`src/common/uart_aes_pkg.sv`:
```
package uart_aes_pkg;

  // One byte on the serial line
  typedef logic [7:0] byte_t;

  // AES key, plaintext or ciphertext
  typedef logic [127:0] block_t;

  localparam int BLOCK_BYTES = 16;

  // Header byte, then key bytes, then data bytes
  localparam int CMD_BYTES = 1 + 2 * BLOCK_BYTES;

  localparam int EN_AT_BYTE = 30;   // Core enable turns on late in the first frame
  localparam int HDR_RST_BIT = 0;   // Header bit asking for an AES reset

  // Receiver FSM
  typedef enum logic [1:0] {
    RX_IDLE,
    RX_START,
    RX_DATA,
    RX_STOP
  } rx_state_e;

  // Transmitter FSM
  typedef enum logic [1:0] {
    TX_IDLE,
    TX_START,
    TX_DATA,
    TX_STOP
  } tx_state_e;

endpackage
```
`src/verilog/uart_aes_ctrl.sv`:
```
`timescale 1ns/1ns

module uart_aes_ctrl #(
  parameter int CLKS_PER_BIT = 10416  // 100 MHz clock, 9600 baud
) (
  input  logic                 CLK,
  input  logic                 NRST,
  input  logic                 rx_uart,
  input  uart_aes_pkg::block_t dout_aes,
  input  logic                 dvld_aes,
  output logic                 tx_uart,
  output logic                 en_aes,
  output logic                 rstn_aes,
  output uart_aes_pkg::block_t kin_aes,
  output uart_aes_pkg::block_t din_aes,
  output logic                 kdrdy_aes
);

  uart_aes_pkg::byte_t rx_byte;
  logic                rx_valid;

  uart_rx #(
    .CLKS_PER_BIT(CLKS_PER_BIT)
  ) i_uart_rx (
    .CLK      (CLK),
    .NRST     (NRST),
    .rx_uart  (rx_uart),
    .rx_byte  (rx_byte),
    .rx_valid (rx_valid)
  );

  // Command bytes straight into the AES control outputs
  aes_cmd_frame i_aes_cmd_frame (
    .CLK       (CLK),
    .NRST      (NRST),
    .rx_byte   (rx_byte),
    .rx_valid  (rx_valid),
    .rstn_aes  (rstn_aes),
    .en_aes    (en_aes),
    .kin_aes   (kin_aes),
    .din_aes   (din_aes),
    .kdrdy_aes (kdrdy_aes)
  );

  uart_tx #(
    .CLKS_PER_BIT(CLKS_PER_BIT)
  ) i_uart_tx (
    .CLK      (CLK),
    .NRST     (NRST),
    .dout_aes (dout_aes),
    .dvld_aes (dvld_aes),
    .tx_uart  (tx_uart)
  );

endmodule

```
`src/uart_tx/uart_tx.sv`:
```
`timescale 1ns/1ns

module uart_tx #(
  parameter int CLKS_PER_BIT = 10416
) (
  input  logic                 CLK,
  input  logic                 NRST,
  input  uart_aes_pkg::block_t dout_aes,
  input  logic                 dvld_aes,
  output logic                 tx_uart
);

  localparam int CNT_W = $clog2(CLKS_PER_BIT);
  localparam int BYTE_W = $clog2(uart_aes_pkg::BLOCK_BYTES);
  localparam logic [CNT_W-1:0] BIT_END = CNT_W'(CLKS_PER_BIT - 1);
  localparam logic [BYTE_W-1:0] LAST_BYTE = BYTE_W'(uart_aes_pkg::BLOCK_BYTES - 1);

  uart_aes_pkg::tx_state_e state;
  logic [CNT_W-1:0]        clk_cnt;
  logic [2:0]              bit_idx;
  logic [BYTE_W-1:0]       byte_idx;
  uart_aes_pkg::block_t    tx_shift;  // Current byte always sits in bits 7:0

  always_ff @(posedge CLK or negedge NRST) begin
    if (!NRST) begin
      state    <= uart_aes_pkg::TX_IDLE;
      clk_cnt  <= '0;
      bit_idx  <= '0;
      byte_idx <= '0;
      tx_uart  <= 1'b1;
    end else begin
      case (state)
        uart_aes_pkg::TX_IDLE: begin
          if (dvld_aes) begin
            state    <= uart_aes_pkg::TX_START;
            clk_cnt  <= '0;
            byte_idx <= '0;
            tx_uart  <= 1'b0;
          end
        end
        uart_aes_pkg::TX_START: begin
          if (clk_cnt == BIT_END) begin
            state   <= uart_aes_pkg::TX_DATA;
            clk_cnt <= '0;
            bit_idx <= '0;
            tx_uart <= tx_shift[0];
          end else begin
            clk_cnt <= clk_cnt + 1'b1;
          end
        end
        uart_aes_pkg::TX_DATA: begin
          if (clk_cnt == BIT_END) begin
            clk_cnt <= '0;
            if (bit_idx == 3'd7) begin
              state   <= uart_aes_pkg::TX_STOP;
              tx_uart <= 1'b1;
            end else begin
              bit_idx <= bit_idx + 1'b1;
              tx_uart <= tx_shift[1];  // Bit 0 leaves with this shift
            end
          end else begin
            clk_cnt <= clk_cnt + 1'b1;
          end
        end
        uart_aes_pkg::TX_STOP: begin
          if (clk_cnt == BIT_END) begin
            clk_cnt <= '0;
            if (byte_idx == LAST_BYTE) begin
              state <= uart_aes_pkg::TX_IDLE;
            end else begin
              state    <= uart_aes_pkg::TX_START;
              byte_idx <= byte_idx + 1'b1;
              tx_uart  <= 1'b0;
            end
          end else begin
            clk_cnt <= clk_cnt + 1'b1;
          end
        end
      endcase
    end
  end

  // Eight shifts per byte, last one as the stop bit starts
  always_ff @(posedge CLK) begin
    if (state == uart_aes_pkg::TX_IDLE && dvld_aes) begin
      tx_shift <= dout_aes;
    end else if (state == uart_aes_pkg::TX_DATA && clk_cnt == BIT_END) begin
      tx_shift <= {1'b0, tx_shift[127:1]};
    end
  end

  // Core must not finish a new block before the previous reply is out
  a_dvld_idle: assert property (
    @(posedge CLK) disable iff (!NRST) dvld_aes |-> state == uart_aes_pkg::TX_IDLE
  ) else $error("dvld_aes during transmission, result dropped");

endmodule

```
`src/verilog/aes_cmd_frame.sv`:
```
`timescale 1ns/1ns

module aes_cmd_frame (
  input  logic                 CLK,
  input  logic                 NRST,
  input  uart_aes_pkg::byte_t  rx_byte,
  input  logic                 rx_valid,
  output logic                 rstn_aes,
  output logic                 en_aes,
  output uart_aes_pkg::block_t kin_aes,
  output uart_aes_pkg::block_t din_aes,
  output logic                 kdrdy_aes
);

  localparam int CNT_W = $clog2(uart_aes_pkg::CMD_BYTES + 1);
  localparam int LANE_W = $clog2(uart_aes_pkg::BLOCK_BYTES);
  localparam logic [CNT_W-1:0] LAST_CNT = CNT_W'(uart_aes_pkg::CMD_BYTES);
  localparam logic [CNT_W-1:0] KEY_END = CNT_W'(uart_aes_pkg::BLOCK_BYTES);
  localparam logic [CNT_W-1:0] DATA_END = CNT_W'(2 * uart_aes_pkg::BLOCK_BYTES);

  logic [CNT_W-1:0]    byte_cnt;   // Bytes received in this frame
  logic [CNT_W-1:0]    byte_idx;
  logic [LANE_W-1:0]   lane;
  logic                key_wr;
  logic                data_wr;
  uart_aes_pkg::byte_t hdr_reg;

  // Index past the header, wraps to all ones while byte_cnt is 0
  assign byte_idx = byte_cnt - 1'b1;
  assign lane     = byte_idx[LANE_W-1:0];  // Same lane for key and data bytes
  assign key_wr   = rx_valid && byte_idx < KEY_END;
  assign data_wr  = rx_valid && byte_idx >= KEY_END && byte_idx < DATA_END;

  always_ff @(posedge CLK or negedge NRST) begin
    if (!NRST) begin
      byte_cnt <= '0;
    end else if (byte_cnt == LAST_CNT) begin
      byte_cnt <= '0;  // Frame done, kdrdy_aes is high this cycle
    end else if (rx_valid) begin
      byte_cnt <= byte_cnt + 1'b1;
    end
  end

  always_ff @(posedge CLK) begin
    if (rx_valid && byte_cnt == '0) begin
      hdr_reg <= rx_byte;
    end
  end

  // First byte of each block ends up in bits 7:0
  always_ff @(posedge CLK or negedge NRST) begin
    if (!NRST) begin
      kin_aes <= '0;
      din_aes <= '0;
    end else begin
      if (key_wr) begin
        kin_aes[{lane, 3'b000} +: 8] <= rx_byte;
      end
      if (data_wr) begin
        din_aes[{lane, 3'b000} +: 8] <= rx_byte;
      end
    end
  end

  always_ff @(posedge CLK or negedge NRST) begin
    if (!NRST) begin
      rstn_aes  <= 1'b0;
      en_aes    <= 1'b0;
      kdrdy_aes <= 1'b0;
    end else begin
      // Core reset spans the gap between header and first key byte
      if (rx_valid && byte_cnt == '0) begin
        rstn_aes <= !rx_byte[uart_aes_pkg::HDR_RST_BIT];
      end else if (!rx_valid && byte_cnt == CNT_W'(1)) begin
        rstn_aes <= !hdr_reg[uart_aes_pkg::HDR_RST_BIT];
      end else begin
        rstn_aes <= 1'b1;
      end

      if (rx_valid && byte_cnt == CNT_W'(uart_aes_pkg::EN_AT_BYTE - 1)) begin
        en_aes <= 1'b1;  // Sticky until NRST
      end

      kdrdy_aes <= rx_valid && byte_cnt == LAST_CNT - 1'b1;
    end
  end

  a_cnt_range: assert property (
    @(posedge CLK) disable iff (!NRST) byte_cnt == LAST_CNT |-> !rx_valid
  ) else $error("command byte arrived past end of frame");

endmodule

```
`src/uart_rx/uart_rx.sv`:
```
`timescale 1ns/1ns

module uart_rx #(
  parameter int CLKS_PER_BIT = 10416
) (
  input  logic                CLK,
  input  logic                NRST,
  input  logic                rx_uart,
  output uart_aes_pkg::byte_t rx_byte,
  output logic                rx_valid
);

  localparam int CNT_W = $clog2(CLKS_PER_BIT);
  localparam logic [CNT_W-1:0] BIT_END = CNT_W'(CLKS_PER_BIT - 1);
  localparam logic [CNT_W-1:0] BIT_MID = CNT_W'(CLKS_PER_BIT / 2);

  uart_aes_pkg::rx_state_e state;
  logic [CNT_W-1:0]        clk_cnt;   // Cycle within current bit
  logic [2:0]              bit_idx;
  logic                    rx_meta;
  logic                    rx_sync;
  uart_aes_pkg::byte_t     rx_shift;

  // Line idles high, so the flops come out of reset high too
  always_ff @(posedge CLK or negedge NRST) begin
    if (!NRST) begin
      rx_meta <= 1'b1;
      rx_sync <= 1'b1;
    end else begin
      rx_meta <= rx_uart;
      rx_sync <= rx_meta;
    end
  end

  always_ff @(posedge CLK or negedge NRST) begin
    if (!NRST) begin
      state    <= uart_aes_pkg::RX_IDLE;
      clk_cnt  <= '0;
      bit_idx  <= '0;
      rx_valid <= 1'b0;
    end else begin
      rx_valid <= 1'b0;
      case (state)
        uart_aes_pkg::RX_IDLE: begin
          if (!rx_sync) begin
            state   <= uart_aes_pkg::RX_START;
            clk_cnt <= CNT_W'(1);  // Edge cycle is already part of the start bit
          end
        end
        uart_aes_pkg::RX_START: begin
          if (clk_cnt == BIT_MID && rx_sync) begin
            state <= uart_aes_pkg::RX_IDLE;  // Glitch, not a start bit
          end else if (clk_cnt == BIT_END) begin
            state   <= uart_aes_pkg::RX_DATA;
            clk_cnt <= '0;
            bit_idx <= '0;
          end else begin
            clk_cnt <= clk_cnt + 1'b1;
          end
        end
        uart_aes_pkg::RX_DATA: begin
          if (clk_cnt == BIT_END) begin
            clk_cnt <= '0;
            if (bit_idx == 3'd7) begin
              state <= uart_aes_pkg::RX_STOP;
            end else begin
              bit_idx <= bit_idx + 1'b1;
            end
          end else begin
            clk_cnt <= clk_cnt + 1'b1;
          end
        end
        uart_aes_pkg::RX_STOP: begin
          // Stop bit level is not checked
          if (clk_cnt == BIT_END) begin
            state    <= uart_aes_pkg::RX_IDLE;
            clk_cnt  <= '0;
            rx_valid <= 1'b1;
          end else begin
            clk_cnt <= clk_cnt + 1'b1;
          end
        end
      endcase
    end
  end

  // LSB arrives first, so shift in from the top
  always_ff @(posedge CLK) begin
    if (state == uart_aes_pkg::RX_DATA && clk_cnt == BIT_MID) begin
      rx_shift <= {rx_sync, rx_shift[7:1]};
    end
  end

  assign rx_byte = rx_shift;

  // A frame is ten bit periods long, so strobes can never be adjacent
  a_valid_single: assert property (
    @(posedge CLK) disable iff (!NRST) rx_valid |=> !rx_valid
  ) else $error("rx_valid held for more than one cycle");

endmodule

```
`config.mk`:
```
export PLATFORM = sky130hd
export DESIGN_NAME = uart_aes_ctrl
export DESIGN_NICKNAME = d
export VERILOG_FILES = /design/src/common/uart_aes_pkg.sv /design/src/verilog/uart_aes_ctrl.sv /design/src/uart_tx/uart_tx.sv /design/src/verilog/aes_cmd_frame.sv /design/src/uart_rx/uart_rx.sv
export SDC_FILE = /design/constraint.sdc
export NUM_CORES = 1
export LEC_CHECK = 0
export BUFFER_PORTS_ARGS = -buffer_cell sky130_fd_sc_hd__buf_2
export CORE_UTILIZATION = 40
export CTS_CLUSTER_DIAMETER = 60
export DETAILED_ROUTE_END_ITERATION = 6
export PLACE_DENSITY = 0.57
export SYNTH_ARGS = -nofsm -noshare
export SYNTH_HDL_FRONTEND = slang
export SYNTH_HIERARCHICAL = 1
export SYNTH_SLANG_ARGS = --single-unit
export TNS_END_PERCENT = 20
```
`constraint.sdc`:
```
create_clock -name CLK -period 5 [get_ports CLK]
set_input_delay 0 -clock CLK [delete_from_list [all_inputs] [get_ports CLK]]
set_output_delay 0 -clock CLK [all_outputs]
set_load 0.02 [all_outputs]
```
==> metrics <==
worst-skew pair later-pin latency roughly 0.6 ns; Worst-Margin Slew about 1.2 ns; GR Layer Usage met2 around 34%; Setup CP Type flip-flop to flip-flop; vias post-DR 13000; number of antenna violations at the first check in global routing 0; Post-synth EDFFs between 100 and 150; met1 Use GR between 20% and 30%; worst hold path class input pin to asynchronous set/reset pin; Initial DRC Count a little under 700; CTS tree built; grt total ovfl 0; Final Total Pwr around 7.7 mW; Max Clk Rate between 200 and 250 MHz; Syn Nets 1503; register-to-register setup slack just over 0.9 ns; Placed Instances around 2400; Setup Skew about 0.014 ns; R2R depth 7; I/O pin total 392; Post-Layout Inst Area between 20000 and 30000 um2; drt drc 0; die width roughly 220 um; Avg Cell Area, Syn approximately 15 um2; maximum VDD drop about 250 uV; count of buffers inserted at the top-level ports 391; fin. max-slew vios 0; leading registers by flop count i_aes_cmd_frame/din_aes (128), i_aes_cmd_frame/kin_aes (128), i_uart_tx/tx_shift (128); Initial Util 40.6%; post-layout util between 50 and 60%; most crowded layer after global routing met2; post-route setup TNS 0 ns; WP data required 5.46 ns; ant diodes 0; Post-DP Area around 22000 um2; H-tree level count 2; #FFs+latches synth around 450; WL/cell approximately 20 um; Worst Path Arrival ~4.5 ns; CTS root buf clkbuf_16; iteration count of the initial detailed-routing pass 5; Pleak roughly 11 nW; P&R area growth vs syn 27.8%; # Max-Cap Violations 0; FF-to-FF Start i_aes_cmd_frame/byte_cnt[1]; pin count of the biggest net entering global routing approximately 180; post-detail-place hpwl between 30 and 40 mm; fin crit period approximately 4 ns; Avg Vias per Cell between 5 and 6; total global-route track usage between 20% and 30%; Non-Filler Instances roughly 2600; power density cells roughly 300 nW/um2; endpoints failing setup 0; met3 Use GR 4.52%; Final period util 81.5%; die area between 50000 and 60000 um2; CTS Sinks around 450; Clk pin slew, worst setup/hold paths about 0.06 ns; cell area after synthesis around 20000 um2; Die Y about 220 um; vias in the first global route 13500; Rows roughly 80; Core ar. 49000 um2; critical path endpoint i_aes_cmd_frame/din_aes[24]; DRT antenna net count 0; Total Nets Final 2023; status completed; RSZ-0062 raised after global routing false; Worst Setup SP i_aes_cmd_frame/byte_cnt[1]; share of cells above drive strength 1 about 41%; Distinct cells, synth 87; PostCTS Resize Cnt 0; startpoint types flip-flop; final wirelength roughly 52 mm; Ys Warns 6; Final Hold Vio Count 0; first-pass GRT wire length about 80 mm; CTS Buf Count between 50 and 60; Reg2Reg Capture Point i_aes_cmd_frame/din_aes[24]; gpl congestion roughly 0.84; sequential share of the synthesized area 59.9%; Synth async-reset ratio 69.4%; CP max FO 13; ys flop type dfrtp_1; Worst Setup End Kind flip-flop; post-synthesis cell count 1352; Relative slew margins between 15 and 20%; Max clock buf depth 3
kinds of logic after synthesis:
group,count (synthesis),share of synthesized area (%)
fa+ha+maj,19,1.20
simple gates,293,9.16
buf+inv,91,2.68
compound gates,94,3.85
mux,394,22.6
xor+xnor,13,0.649
flops,448,59.9
power breakdown:
part	leakage [nW]	internal, mW	switching [mW]
logic	5.49	0.106	0.0801
clock network	0.833	2.25	1.51
registers	5.05	3.76	0.000924
total	11.4	6.12	1.59
metrics by stage:
| stage | hold slack (ns) | worst slack (ns) |
|---|---|---|
| after global routing | 0.0491 | 0.644 |
| after detailed placement | 0.0769 | 0.948 |
| final | 0.0143 | 0.927 |
| after floorplan | -0.296 | 0.520 |
| after global placement | 0.0683 | 1.12 |
| after CTS | 0.0208 | 0.972 |
cell usage after synthesis (5+ instances only):
cell,count,area (um2)
or4_1,5,37.5
and4_1,6,52.6
edfxtp_1,137,4110
and2_1,48,300
nand2_1,41,154
xnor2_1,8,70.1
o21ai_1,9,45.0
nor2_1,50,188
or3_1,9,56.3
nand4_2,7,87.6
nand4_1,8,50.1
clkdlybuf4s50_2,8,90.1
o22ai_1,7,43.8
mux2_4,16,240
a31oi_1,7,43.8
dfrtp_1,308,7710
mux2_2,241,2710
buf_2,27,135
nor3_1,25,125
clkbuf_1,20,75.1
buf_6,5,56.3
ha_1,19,238
mux2_1,129,1450
and3_1,10,62.6
nor4_1,6,37.5
a21oi_1,12,60.1
nor3_2,8,80.1
inv_1,25,93.8
mux2i_1,8,80.1
o21ai_0,11,55.1
nand3_1,28,140
per-layer routing:
metal / share of wire (%) / wire length (um)
met5: 0 / 0
met4: 3.3 / 1680
met3: 6.4 / 3280
met2: 48 / 24900
met1: 42 / 21800
placed cells by master, fill, tap and decap left out, drive strengths merged, types with 11 or more instances in the layout:
master	synthesis	layout
edfxtp	137	137
nand2	41	41
and2	48	48
clkbuf	24	84
buf	34	400
mux2	386	386
ha	19	19
nand3	33	33
dlygate4sd3	0	131
inv	25	28
o21ai	20	20
nor3	34	34
nor2	50	50
or3	11	11
a21oi	12	12
dfrtp	308	308
nand4	15	15
cell type report:
type                       instances  area (um2)
inverter                          25        93.8
tap                              664         831
clock inverter                    14         124
timing repair buffer             531        3380
multi-input combinational        813        7470
clock buffer                      84        1610
sequential                       448       11900
fill                            4262       23500
timing repair:
item                      CTS  global route
hold buffers              131             0
setup buffers               0             0
hold endpoints to repair  228             0
worst min path at each step:
stage                 start                     endpoint
detailed placement     NRST   i_aes_cmd_frame/kin_aes[4]
floorplan              NRST  i_aes_cmd_frame/byte_cnt[0]
global placement       NRST   i_aes_cmd_frame/kin_aes[4]
global route        rx_uart            i_uart_rx/rx_meta
finish                 NRST   i_aes_cmd_frame/kin_aes[4]
CTS                 rx_uart            i_uart_rx/rx_meta
worst max-delay path, cell delays in order (launching register included):
cell	delay, ns
dfrtp_1	0.53
inv_1	0.18
ha_1	0.45
xor2_1	0.23
xnor2_1	0.85
nand4_1	0.48
nor3_2	0.81
mux2_2	0.41
No activity file was read; power rests on OpenSTA's default activity.
